==> src/dds_pkg.sv <==
`default_nettype none

package dds_pkg;

  localparam int AMP_W    = 9;   // 256 is unity gain
  localparam int FREQ_W   = 32;
  localparam int PHASE_W  = 12;
  localparam int SAMPLE_W = 8;

  localparam logic [SAMPLE_W-1:0] MID_CODE = 8'd128;

  typedef enum logic [1:0] {
    WAVE_SINE,
    WAVE_SQUARE,
    WAVE_TRIANGLE,
    WAVE_SAW
  } wave_e;

  typedef enum logic [7:0] {
    CMD_WAVE  = 8'd1,
    CMD_AMP   = 8'd2,
    CMD_FREQ  = 8'd3,
    CMD_PHASE = 8'd4
  } cmd_op_e;

  // raw 8-bit sample from a 10-bit phase index
  function automatic logic [SAMPLE_W-1:0] wave_sample(input logic [9:0] idx,
                                                     input wave_e wave);
    logic [8:0]          x;
    logic [17:0]         prod;
    logic [9:0]          y;
    int                  sine_v;
    logic [SAMPLE_W-1:0] res;
    x    = idx[8:0];
    prod = x * (9'd511 - x);  // parabola peaking near x = 256
    y    = prod[17:8];
    if (!idx[9]) begin
      sine_v = 128 + int'(y[9:1]);
    end else begin
      sine_v = 128 - int'(y[9:1]);
    end
    if (sine_v < 0) sine_v = 0;
    if (sine_v > 255) sine_v = 255;
    case (wave)
      WAVE_SINE:     res = sine_v[7:0];
      WAVE_SQUARE:   res = idx[9] ? 8'd0 : 8'd255;
      WAVE_TRIANGLE: res = idx[9] ? (8'd255 - idx[8:1]) : idx[8:1];
      default:       res = idx[9:2];  // saw
    endcase
    return res;
  endfunction

  // saturating gain around midscale with 8 fractional bits
  function automatic logic [SAMPLE_W-1:0] scale_sample(input logic [SAMPLE_W-1:0] raw,
                                                      input logic [AMP_W-1:0] amp);
    logic signed [9:0]  diff;
    logic signed [19:0] prod;
    logic signed [19:0] sum;
    diff = $signed({2'b00, raw}) - $signed({2'b00, MID_CODE});
    prod = diff * $signed({1'b0, amp});
    sum  = (prod >>> 8) + 20'sd128;
    if (sum < 20'sd0) return 8'd0;
    if (sum > 20'sd255) return 8'd255;
    return sum[7:0];
  endfunction

endpackage

`default_nettype wire

==> src/dds_cmd_regs.sv <==
`timescale 1ns/1ps
`default_nettype none

module dds_cmd_regs (
  input  wire                          sys_clk,
  input  wire                          rst_n,
  input  wire                          rec_en,        // rec_data valid
  input  wire  [31:0]                  rec_data,
  input  wire                          rec_pkt_done,  // one pulse after last word
  input  wire  [15:0]                  rec_byte_num,  // valid with rec_pkt_done
  output dds_pkg::wave_e               wave_select,
  output logic [dds_pkg::AMP_W-1:0]    amp_ctl,
  output logic [dds_pkg::FREQ_W-1:0]   freq_ctl,
  output logic [dds_pkg::PHASE_W-1:0]  phase_ctl,
  output logic                         cfg_load       // pulse on commit
);

  typedef enum logic {
    ST_HDR,
    ST_VAL
  } word_st_e;

  word_st_e                     state;
  dds_pkg::cmd_op_e             op_q;       // opcode of current pair
  dds_pkg::wave_e               wave_sh;
  logic [dds_pkg::AMP_W-1:0]    amp_sh;
  logic [dds_pkg::FREQ_W-1:0]   freq_sh;
  logic [dds_pkg::PHASE_W-1:0]  phase_sh;
  logic                         len_ok;

  // whole command pairs only
  assign len_ok = (rec_byte_num != 16'd0) && (rec_byte_num[2:0] == 3'd0);

  always_ff @(posedge sys_clk or negedge rst_n) begin
    if (!rst_n) begin
      state <= ST_HDR;
      op_q  <= dds_pkg::CMD_WAVE;
    end else if (rec_pkt_done) begin
      state <= ST_HDR;  // realign on every packet
    end else if (rec_en) begin
      if (state == ST_HDR) begin
        op_q  <= dds_pkg::cmd_op_e'(rec_data[31:24]);
        state <= ST_VAL;
      end else begin
        state <= ST_HDR;
      end
    end
  end

  // shadow copies staged until packet end
  always_ff @(posedge sys_clk or negedge rst_n) begin
    if (!rst_n) begin
      wave_sh  <= dds_pkg::WAVE_SINE;
      amp_sh   <= 9'd256;
      freq_sh  <= '0;
      phase_sh <= '0;
    end else if (rec_pkt_done) begin
      if (!len_ok) begin  // bad length restores the live values
        wave_sh  <= wave_select;
        amp_sh   <= amp_ctl;
        freq_sh  <= freq_ctl;
        phase_sh <= phase_ctl;
      end
    end else if (rec_en && state == ST_VAL) begin
      case (op_q)
        dds_pkg::CMD_WAVE:  wave_sh  <= dds_pkg::wave_e'(rec_data[1:0]);
        dds_pkg::CMD_AMP:   amp_sh   <= rec_data[8:0];
        dds_pkg::CMD_FREQ:  freq_sh  <= rec_data[31:0];
        dds_pkg::CMD_PHASE: phase_sh <= rec_data[11:0];
        default: ;  // unknown opcode
      endcase
    end
  end

  // live registers
  always_ff @(posedge sys_clk or negedge rst_n) begin
    if (!rst_n) begin
      wave_select <= dds_pkg::WAVE_SINE;
      amp_ctl     <= 9'd256;
      freq_ctl    <= '0;
      phase_ctl   <= '0;
      cfg_load    <= 1'b0;
    end else begin
      cfg_load <= 1'b0;
      if (rec_pkt_done && len_ok) begin
        wave_select <= wave_sh;
        amp_ctl     <= amp_sh;
        freq_ctl    <= freq_sh;
        phase_ctl   <= phase_sh;
        cfg_load    <= 1'b1;
      end
    end
  end

endmodule

`default_nettype wire

==> src/dds_phase_acc.sv <==
`timescale 1ns/1ps
`default_nettype none

module dds_phase_acc #(
  parameter int ACC_W = 32  // at least PHASE_W
) (
  input  wire                          sys_clk,
  input  wire                          rst_n,
  input  wire  [dds_pkg::FREQ_W-1:0]   freq_ctl,   // tuning word
  input  wire  [dds_pkg::PHASE_W-1:0]  phase_ctl,  // phase offset
  input  wire                          cfg_load,   // resync
  output logic [dds_pkg::PHASE_W-1:0]  phase_idx
);

  logic [ACC_W-1:0] acc;
  logic [ACC_W-1:0] step;

  assign step = ACC_W'(freq_ctl);

  always_ff @(posedge sys_clk or negedge rst_n) begin
    if (!rst_n) begin
      acc       <= '0;
      phase_idx <= '0;
    end else begin
      if (cfg_load) begin
        acc <= '0;  // restart from phase zero
      end else begin
        acc <= acc + step;
      end
      // offset wraps modulo 4096
      phase_idx <= acc[ACC_W-1 -: dds_pkg::PHASE_W] + phase_ctl;
    end
  end

endmodule

`default_nettype wire

==> src/dds_wave_gen.sv <==
`timescale 1ns/1ps
`default_nettype none

module dds_wave_gen (
  input  wire                           sys_clk,
  input  wire                           rst_n,
  input  wire   [dds_pkg::PHASE_W-1:0]  phase_idx,
  input  wire   dds_pkg::wave_e         wave_select,
  input  wire   [dds_pkg::AMP_W-1:0]    amp_ctl,
  output logic  [dds_pkg::SAMPLE_W-1:0] da_data      // DAC word
);

  logic [9:0]                   tbl_idx;
  logic [dds_pkg::SAMPLE_W-1:0] raw_sample;
  logic [dds_pkg::SAMPLE_W-1:0] dac_next;

  assign tbl_idx = phase_idx[dds_pkg::PHASE_W-1 -: 10];  // drop low bits

  always_comb begin
    raw_sample = dds_pkg::wave_sample(tbl_idx, wave_select);
    dac_next   = dds_pkg::scale_sample(raw_sample, amp_ctl);  // gain and clip
  end

  always_ff @(posedge sys_clk or negedge rst_n) begin
    if (!rst_n) begin
      da_data <= dds_pkg::MID_CODE;  // idle at midscale
    end else begin
      da_data <= dac_next;
    end
  end

endmodule

`default_nettype wire

==> src/adc_measure.sv <==
`timescale 1ns/1ps
`default_nettype none

module adc_measure #(
  parameter int WIN_LEN = 16  // samples per window
) (
  input  wire                           sys_clk,
  input  wire                           rst_n,
  input  wire   [dds_pkg::SAMPLE_W-1:0] ad_data,
  output logic  [dds_pkg::SAMPLE_W-1:0] ad_max,
  output logic  [dds_pkg::SAMPLE_W-1:0] ad_min,
  output logic  [dds_pkg::SAMPLE_W-1:0] ad_vpp,
  output logic                          meas_done
);

  localparam int CNT_W = (WIN_LEN > 1) ? $clog2(WIN_LEN) : 1;

  logic [CNT_W-1:0]             win_cnt;
  logic                         win_first;
  logic                         win_last;
  logic [dds_pkg::SAMPLE_W-1:0] run_max;
  logic [dds_pkg::SAMPLE_W-1:0] run_min;
  logic [dds_pkg::SAMPLE_W-1:0] nxt_max;
  logic [dds_pkg::SAMPLE_W-1:0] nxt_min;

  assign win_first = (win_cnt == '0);
  assign win_last  = (win_cnt == CNT_W'(WIN_LEN - 1));

  // first sample of a window seeds both extremes
  assign nxt_max = (win_first || ad_data > run_max) ? ad_data : run_max;
  assign nxt_min = (win_first || ad_data < run_min) ? ad_data : run_min;

  always_ff @(posedge sys_clk) begin
    run_max <= nxt_max;
    run_min <= nxt_min;
  end

  always_ff @(posedge sys_clk or negedge rst_n) begin
    if (!rst_n) begin
      win_cnt   <= '0;
      ad_max    <= '0;
      ad_min    <= '0;
      ad_vpp    <= '0;
      meas_done <= 1'b0;
    end else begin
      meas_done <= 1'b0;
      if (win_last) begin
        win_cnt   <= '0;
        ad_max    <= nxt_max;
        ad_min    <= nxt_min;
        ad_vpp    <= nxt_max - nxt_min;  // never negative
        meas_done <= 1'b1;
      end else begin
        win_cnt <= win_cnt + 1'b1;
      end
    end
  end

endmodule

`default_nettype wire

==> src/dds_dso_top.sv <==
`timescale 1ns/1ps
`default_nettype none

module dds_dso_top #(
  parameter int ACC_W   = 32,  // phase accumulator width
  parameter int WIN_LEN = 16   // measurement window
) (
  input  wire                          sys_clk,
  input  wire                          rst_n,
  input  wire                          rec_en,        // from UDP receiver
  input  wire  [31:0]                  rec_data,
  input  wire                          rec_pkt_done,
  input  wire  [15:0]                  rec_byte_num,
  input  wire  [dds_pkg::SAMPLE_W-1:0] ad_data,       // ADC samples
  output wire  [dds_pkg::SAMPLE_W-1:0] da_data,       // DAC word
  output wire  [dds_pkg::SAMPLE_W-1:0] ad_max,
  output wire  [dds_pkg::SAMPLE_W-1:0] ad_min,
  output wire  [dds_pkg::SAMPLE_W-1:0] ad_vpp,
  output wire                          meas_done
);

  wire dds_pkg::wave_e               wave_select;
  wire [dds_pkg::AMP_W-1:0]          amp_ctl;
  wire [dds_pkg::FREQ_W-1:0]         freq_ctl;
  wire [dds_pkg::PHASE_W-1:0]        phase_ctl;
  wire                               cfg_load;
  wire [dds_pkg::PHASE_W-1:0]        phase_idx;

  dds_cmd_regs u_dds_cmd_regs (
    .sys_clk      (sys_clk),
    .rst_n        (rst_n),
    .rec_en       (rec_en),
    .rec_data     (rec_data),
    .rec_pkt_done (rec_pkt_done),
    .rec_byte_num (rec_byte_num),
    .wave_select  (wave_select),
    .amp_ctl      (amp_ctl),
    .freq_ctl     (freq_ctl),
    .phase_ctl    (phase_ctl),
    .cfg_load     (cfg_load)
  );

  dds_phase_acc #(
    .ACC_W (ACC_W)
  ) u_dds_phase_acc (
    .sys_clk   (sys_clk),
    .rst_n     (rst_n),
    .freq_ctl  (freq_ctl),
    .phase_ctl (phase_ctl),
    .cfg_load  (cfg_load),   // resync on commit
    .phase_idx (phase_idx)
  );

  dds_wave_gen u_dds_wave_gen (
    .sys_clk     (sys_clk),
    .rst_n       (rst_n),
    .phase_idx   (phase_idx),
    .wave_select (wave_select),
    .amp_ctl     (amp_ctl),
    .da_data     (da_data)
  );

  adc_measure #(
    .WIN_LEN (WIN_LEN)
  ) u_adc_measure (
    .sys_clk   (sys_clk),
    .rst_n     (rst_n),
    .ad_data   (ad_data),
    .ad_max    (ad_max),
    .ad_min    (ad_min),
    .ad_vpp    (ad_vpp),
    .meas_done (meas_done)
  );

endmodule

`default_nettype wire

==> config.mk <==
export PLATFORM = sky130hd
export DESIGN_NAME = dds_dso_top
export DESIGN_NICKNAME = d
export VERILOG_FILES = /design/src/dds_pkg.sv /design/src/dds_cmd_regs.sv /design/src/dds_phase_acc.sv /design/src/dds_wave_gen.sv /design/src/adc_measure.sv /design/src/dds_dso_top.sv
export SDC_FILE = /design/constraint.sdc
export NUM_CORES = 1
export LEC_CHECK = 0
export BUFFER_PORTS_ARGS = -buffer_cell sky130_fd_sc_hd__clkbuf_2
export CAP_MARGIN = 5
export CORE_MARGIN = 10
export CORE_UTILIZATION = 50
export CTS_BUF_LIST = sky130_fd_sc_hd__clkbuf_4 sky130_fd_sc_hd__clkbuf_8
export DETAILED_ROUTE_END_ITERATION = 8
export PLACE_DENSITY = 0.7
export REMOVE_ABC_BUFFERS = 1
export SKIP_LAST_GASP = 1
export SLEW_MARGIN = 0
export SYNTH_ARGS = -nofsm -noshare
export SYNTH_HDL_FRONTEND = slang
export SYNTH_SLANG_ARGS = --single-unit
export TNS_END_PERCENT = 100
==> constraint.sdc <==
create_clock -name sys_clk -period 10.9 [get_ports sys_clk]
set_input_delay 2.18 -clock sys_clk [delete_from_list [all_inputs] [get_ports sys_clk]]
set_output_delay 2.18 -clock sys_clk [all_outputs]
set_load 0.02 [all_outputs]
======== After elaboration in Yosys (flattened, before gate mapping) ========
Cells that the tools add are included.
storage, ports and cells
  register bits after elaboration ......... 217
  input bits .............................. 60
  output and inout bits ................... 33
  logic and storage cells ................. 107
cells by class
  $add $sub $neg .......................... 10
  multipliers ............................. 2
  $lt $le $gt $ge ......................... 6
  equal/unequal tests ..................... 8
  mux-type cells .......................... 38
  bitwise gates (word level) .............. 2
  reduce and logical (&&, ||, !) cells .... 20
operators by type and width
  operator               number
  $mux 32                7
  $mux 8                 9
  $mux 12                4
  $mux 9                 4
  $add 32x32->32         1
  $gt 32x9->1 const B    1
  $lt 32x1->1 const B    1
  $pmux 8 s3             1
  $gt 20x9->1 const B    1
  $lt 20x1->1 const B    1
  $mul 9x10->19          1
  $mul 9x18->18          1
  $eq 8x2->1 const B     2
  $reduce_bool 16->1     1
  $reduce_and 3->1       5
  $add 12x9->13 const B  1
  $add 12x12->12         1
  $reduce_bool 2->1      6
  $add 8x9->10 const A   1
  $sub 8x9->10 const A   1
  $sub 9x9->10 const A   1
  $sub 8x8->9 const B    1
  $eq 8x1->1 const B     1
  $eq 8x3->1 const B     1
  18 further kinds       32

======== Logic depth before layout (Yosys ltp) ========
  depth in word-level cells ............... 17
  mapped depth ............................ 48
  depth with buffers taken out ............ 46

======== Cells and area by module ========
A second synthesis with hierarchy kept.
second synthesis, totals
  cells, all modules ...................... 1775
  area, all modules ....................... 17767.0 sq um
by module, submodules not included
  module         instances  cells an instance  area each (sq um)  sequential area each (sq um)
  dds_wave_gen   1          735                6213.5             201.4
  dds_cmd_regs   1          383                5425.2             3006.6
  dds_phase_acc  1          405                3683.5             1101.1
  adc_measure    1          252                2444.8             1046.0

======== Worst setup path after synthesis ========
Ideal clock, no wire load.
  path type ............................... register to register
  start ................................... register u_dds_phase_acc.phase_idx[7] (netlist name)
  end ..................................... register u_dds_wave_gen.da_data[4] (netlist name)
  library setup time ...................... 0.137 ns
  arrival time ............................ 10.682 ns
  required time ........................... 10.763 ns
  setup slack ............................. 0.081 ns
  stages on the path, launching flop included .. 45
  cell sequence ........................... dfrtp_1 -> inv_1 -> clkbuf_1 -> nand2_1 -> fa_1 -> inv_1 -> fa_1 -> inv_1 -> fa_1 -> fa_1 -> inv_1 -> ha_1 -> a211o_1 -> a21o_2 -> a21oi_1 -> xor2_1 -> ha_1 -> inv_1 -> (+9 left out) -> fa_1 -> inv_1 -> fa_1 -> inv_1 -> fa_1 -> fa_1 -> inv_1 -> fa_1 -> inv_1 -> ha_1 -> a21oi_1 -> o21bai_1 -> a21oi_1 -> o21a_1 -> o22ai_1 -> or4_1 -> a41oi_4 -> a31oi_1
on the way
  longest elaborated chain between the ends .. 17
  elaborated cells between the ends (all ways) .. 23
ends and longest elaborated chain
  what                                                 line                          source
  start, declared                                      dds_phase_acc.sv:12           output logic [dds_pkg::PHASE_W-1:0] phase_idx
  start signal, assigned                               dds_phase_acc.sv:31           phase_idx <= acc[ACC_W-1 -: dds_pkg::PHASE_W] + phase_ctl;
  $sub 9x9->10                                         dds_pkg.sv:35                 prod = x * (9'd511 - x);
  $mul 9x18->18                                        dds_pkg.sv:35
  $add 8x9->10 / $sub 8x9->10 (equally long branches)  dds_pkg.sv:38, dds_pkg.sv:40
  $mux 32                                              dds_pkg.sv:37                 if (!idx[9]) begin
  $lt 32x1->1                                          dds_pkg.sv:42                 if (sine_v < 0) sine_v = 0;
  $mux 32                                              dds_pkg.sv:42
  $gt 32x9->1                                          dds_pkg.sv:43                 if (sine_v > 255) sine_v = 255;
  $mux 8                                               dds_pkg.sv:43
  $pmux 8 s3 *                                         dds_pkg.sv:44                 case (wave)
  $sub 8x8->9 *                                        dds_pkg.sv:59                 diff = $signed({2'b00, raw}) - $signed({2'b00, MID_CODE});
  $mul 9x10->19 *                                      dds_pkg.sv:60                 prod = diff * $signed({1'b0, amp});
  $add 12x9->13 *                                      dds_pkg.sv:61                 sum = (prod >>> 8) + 20'sd128;
  $gt 20x9->1                                          dds_pkg.sv:63                 if (sum > 20'sd255) return 8'd255;
  $mux 1 (2 in series)                                 dds_pkg.sv:63
  $mux 8                                               dds_pkg.sv:64                 return sum[7:0];
  $mux 8 *                                             dds_pkg.sv:63
  net u_dds_wave_gen.dac_next (one bit)                dds_wave_gen.sv:15            logic [dds_pkg::SAMPLE_W-1:0] dac_next;
  end signal, assigned                                 dds_wave_gen.sv:26            da_data <= dds_pkg::MID_CODE;
  end signal, assigned                                 dds_wave_gen.sv:28            da_data <= dac_next;
  end, declared                                        dds_wave_gen.sv:10            output logic [dds_pkg::SAMPLE_W-1:0] da_data
Mark *: on every way through the listed nets, which the timed path passes. The rest lies on a longest branch. The select of a mux whose other input is x is not followed.
A chain may end at the register's enable or synchronous reset.

======== Worst setup path in the final report ========
  start ................................... register u_dds_phase_acc.phase_idx[9] (netlist name)
  end ..................................... register u_dds_wave_gen.da_data[6] (netlist name)
The elaborated chain is that of the path after synthesis.

==> impl_summary.txt <==
----------------------------------------------------
[Run status]
  Outcome ... complete, no violations

[STA]
  Largest clock skew in the final design ... 29.70 ps
  Highest clock frequency the design can meet ... 94.17 MHz
  Share of the cycle needed by the critical path after routing ... 0.9742
  Relative slew slack ... 0.2820
  Max Transition Viols Final ... 0
  Endpoints failing hold ... 0
  Tightest Pin Transition ... 1077 ps
  Time the final worst path needs with I/O delays and setup ... 10620 ps
  Final count of negative-setup-slack endpoints ... 0

[Synth]
  Sequential fraction of the synthesis area ... 0.3241
  Number of storage elements in the synthesis netlist ... 215
  Synth warn ... 0
  Primary flip-flop cell chosen by synthesis mapping ... sky130_fd_sc_hd__dfrtp_1
  Number of flops mapped to enable cells by yosys ... 0
  Synth async-reset ratio ... 0.9256
  Mapped Cells ... 1820
  Average cell area after synthesis ... 8.995 um^2
  Number of distinct library cells after synthesis ... 84
  Combined area of all synthesized cells ... 16370 um^2

[Clock tree]
  Count of H-tree levels built during CTS ... 2
  Number of sinks driven by the clock tree ... 215
  Root Driver ... sky130_fd_sc_hd__clkbuf_8
  CTS Buf Count ... 38
  Clock latency reported for the late side of the worst-skew pair ... 540 ps
  Clock transition time at the flip-flop clock pins of the worst setup and hold paths ... 60 ps
  Hold-fix buffers, CTS ... 0
  Max Buffers Root-to-Sink ... 3
  CTS tree ... done

[Die]
  Chip Height ... 200.9 um
  Starting density of the core ... 0.5044
  Horizontal die dimension ... 200.9 um
  Site Rows ... 66
  Count of boundary I/O pins ... 93
  Core area ... 32450 um^2
  Die Footprint ... 40380 um^2

[Placement]
  Port buffer count ... 92
  Total half-perimeter wirelength after legalization and detailed placement ... 27.93 mm
  Routability Congestion ... 0.8702

[Routing]
  Avg WL per Cell ... 15.88 um
  Antenna-violating nets left ... 0
  Routed vias/inst ... 5.345
  Number of vias after detailed routing ... 13020
  Wire length reported by the detailed router ... 38.66 mm
  Detailed-router iteration count before antenna repair ... 5
  DRC marker count from the first detailed-route iteration ... 610
  Number of remaining DRC errors ... 0

[Cells and area]
  Most common library cell in the layout ignoring fill and taps ... sky130_fd_sc_hd__nand2_1
  Layout cell share with drive strength beyond 1 ... 0.1867
  Area Overhead vs Synth ... 17.37%
  Top library cells by usage in the layout, fill and taps aside ... sky130_fd_sc_hd__nand2_1 (277), sky130_fd_sc_hd__dfrtp_1 (193), sky130_fd_sc_hd__nor2_1 (167)
  Utilization after layout ... 0.5921
  Number of filler cells placed in the layout ... 2749
  Nets ... 2282
  Total inserted antenna cells ... 0

[Setup path]
  Master of the slowest instance on the critical path ... sky130_fd_sc_hd__fa_1
  Buffers & Inverters on Critical Path ... 9
  Classification of the worst setup path ... register to register
  WP data required ... 11300 ps
  Critical-path maximum fanout ... 7
  Largest delay contributor family on the critical path ... adder cells
  Nature of the critical path endpoint ... register
  Largest incremental delay on the critical path ... 560 ps
  Startpoint kind of the worst setup timing path ... register
  Data arrival time of the critical path ... 11020 ps
  Most common cell on crit path ... sky130_fd_sc_hd__fa_1

[GRT]
  Antenna violations before repair ... 0
  Wire length of the first global-routing pass ... 63.60 mm
  Aggregate global-route resource usage ... 0.1841
  Global route total overflow ... 0
  Vias in the first global route ... 13180
  Pin count of the biggest net entering global routing ... 116

[Worst hold path]
  Path class of the lowest-slack min-delay path ... register to register

[Flow run]
  Maximum Capacitance Violations ... 0

----------------------------------------------------
-- synth_stat cells, types with 21 or more instances --
cell | n | area, um^2
sky130_fd_sc_hd__nand2_1 | 289 | 1085
sky130_fd_sc_hd__dfrtp_1 | 195 | 4880
sky130_fd_sc_hd__nor2_1 | 178 | 668.1
sky130_fd_sc_hd__ha_1 | 168 | 2102
sky130_fd_sc_hd__inv_1 | 162 | 608.1
sky130_fd_sc_hd__a21oi_1 | 151 | 755.7
sky130_fd_sc_hd__fa_1 | 91 | 1822
sky130_fd_sc_hd__clkbuf_1 | 63 | 236.5
sky130_fd_sc_hd__nor2b_1 | 51 | 319.1
sky130_fd_sc_hd__o21ai_0 | 50 | 250.2
sky130_fd_sc_hd__a21o_1 | 38 | 285.3
sky130_fd_sc_hd__xor2_1 | 35 | 306.5
sky130_fd_sc_hd__mux2i_1 | 33 | 330.3
sky130_fd_sc_hd__xnor2_1 | 33 | 289.0
sky130_fd_sc_hd__and2_1 | 27 | 168.9
sky130_fd_sc_hd__nand3_1 | 21 | 105.1
-- final timing paths --
| path | cells after the start | endpoint | from | slack (ps) |
|---|---|---|---|---|
| setup / recovery | 43 | u_dds_wave_gen.da_data[6]$_DFF_PN0_ | u_dds_phase_acc.phase_idx[9]$_DFF_PN0_ | 280 |
| hold reg to reg | 2 | u_dds_cmd_regs.phase_ctl[6]$_DFFE_PN0P_ | u_dds_cmd_regs.phase_sh[6]$_DFFE_PN0P_ | 440 |
| max in group asynchronous | 2 | u_dds_cmd_regs.phase_sh[6]$_DFFE_PN0P_ | rst_n | 7420 |
| setup reg to reg | 43 | u_dds_wave_gen.da_data[6]$_DFF_PN0_ | u_dds_phase_acc.phase_idx[9]$_DFF_PN0_ | 280 |
| min in group asynchronous | 1 | u_dds_wave_gen.da_data[1]$_DFF_PN0_ | rst_n | 1730 |
| hold / removal | 2 | u_dds_cmd_regs.phase_ctl[6]$_DFFE_PN0P_ | u_dds_cmd_regs.phase_sh[6]$_DFFE_PN0P_ | 440 |
-- state kept, by name, summed over array words and instances, names as in the netlist, 2 cells and up --
signal,count
u_dds_cmd_regs.freq_ctl,32
u_dds_cmd_regs.freq_sh,32
u_dds_phase_acc.acc,32
u_dds_cmd_regs.phase_ctl,12
u_dds_cmd_regs.phase_sh,12
u_dds_phase_acc.phase_idx,10
u_dds_cmd_regs.amp_ctl,9
u_dds_cmd_regs.amp_sh,9
u_adc_measure.ad_max,8
u_adc_measure.ad_min,8
u_adc_measure.ad_vpp,8
u_adc_measure.run_max,8
u_adc_measure.run_min,8
u_dds_cmd_regs.op_q,8
u_dds_wave_gen.da_data,8
u_adc_measure.win_cnt,4
u_dds_cmd_regs.wave_select,2
u_dds_cmd_regs.wave_sh,2
-- worst reg2reg max path: cells and delay by family (launching register included) --
family	cells	cell delay (ps)
AND/OR/NAND/NOR	4	400
multiplexers	1	100
buffers and inverters	9	830
AO/OA/AOI/OAI	17	3820
flip-flops	1	410
adder cells (fa/ha/maj)	12	4920
-- layout make-up --
cell class / instances / area (um^2) / share of cell area
Clock buffer: 57 / 721.9 / 0.03757
Clock inverter: 13 / 197.7 / 0.01029
Inverter: 170 / 646.9 / 0.03367
Multi-Input combinational cell: 1366 / 10650 / 0.5545
Sequential cell: 215 / 5308 / 0.2762
Tap cell: 442 / 553.0 / 0.02878
Timing Repair Buffer: 172 / 1134 / 0.05900
-- what timing repair did --
item                                    in CTS  in global routing
resized for setup                            4                112
hold endpoints to repair                     0                  0
buffers inserted                             0                 23
endpoints found under the setup margin       7                  8
pin swaps                                    0                 69
gates cloned                                 0                  1
-- metal layers --
layer,wire (um),share of wire,vias to the layer above,track usage
li1,-,-,6358,-
met1,17180,0.44,6318,0.2355
met2,19060,0.49,268,0.3165
met3,1546,0.040,72,0.02888
met4,871,0.023,0,0.04950
met5,0,0,-,0
-- stage by stage --
stage	hold WS (ps)	instance area, um^2	setup slack, ps	setup TNS, ps	instances
global route	455.2	19210	-122.2	-791.0	2435
floorplan	434.7	16110	121.6	0	1751
CTS	429.8	18500	34.48	0	2411
global placement	444.8	17560	189.0	0	2341
finish	440.8	19210	280.8	0	2435
detailed placement	450.6	17560	-49.80	-186.1	2341
-- cell families (layout without fill, tap and decap cells) --
family,after synthesis,in the layout,share of synthesized area
multiplexers,49,49,0.03141
AO/OA/AOI/OAI,352,352,0.1419
AND/OR/NAND/NOR,637,637,0.1707
adder cells (fa/ha/maj),259,259,0.2397
XOR/XNOR,69,69,0.03737
flip-flops,215,215,0.3241
buffers and inverters,239,412,0.05488
Power is left out: the tool's default activity adds up to more than one toggle a clock period on the data nets, which glitch-free logic cannot reach.
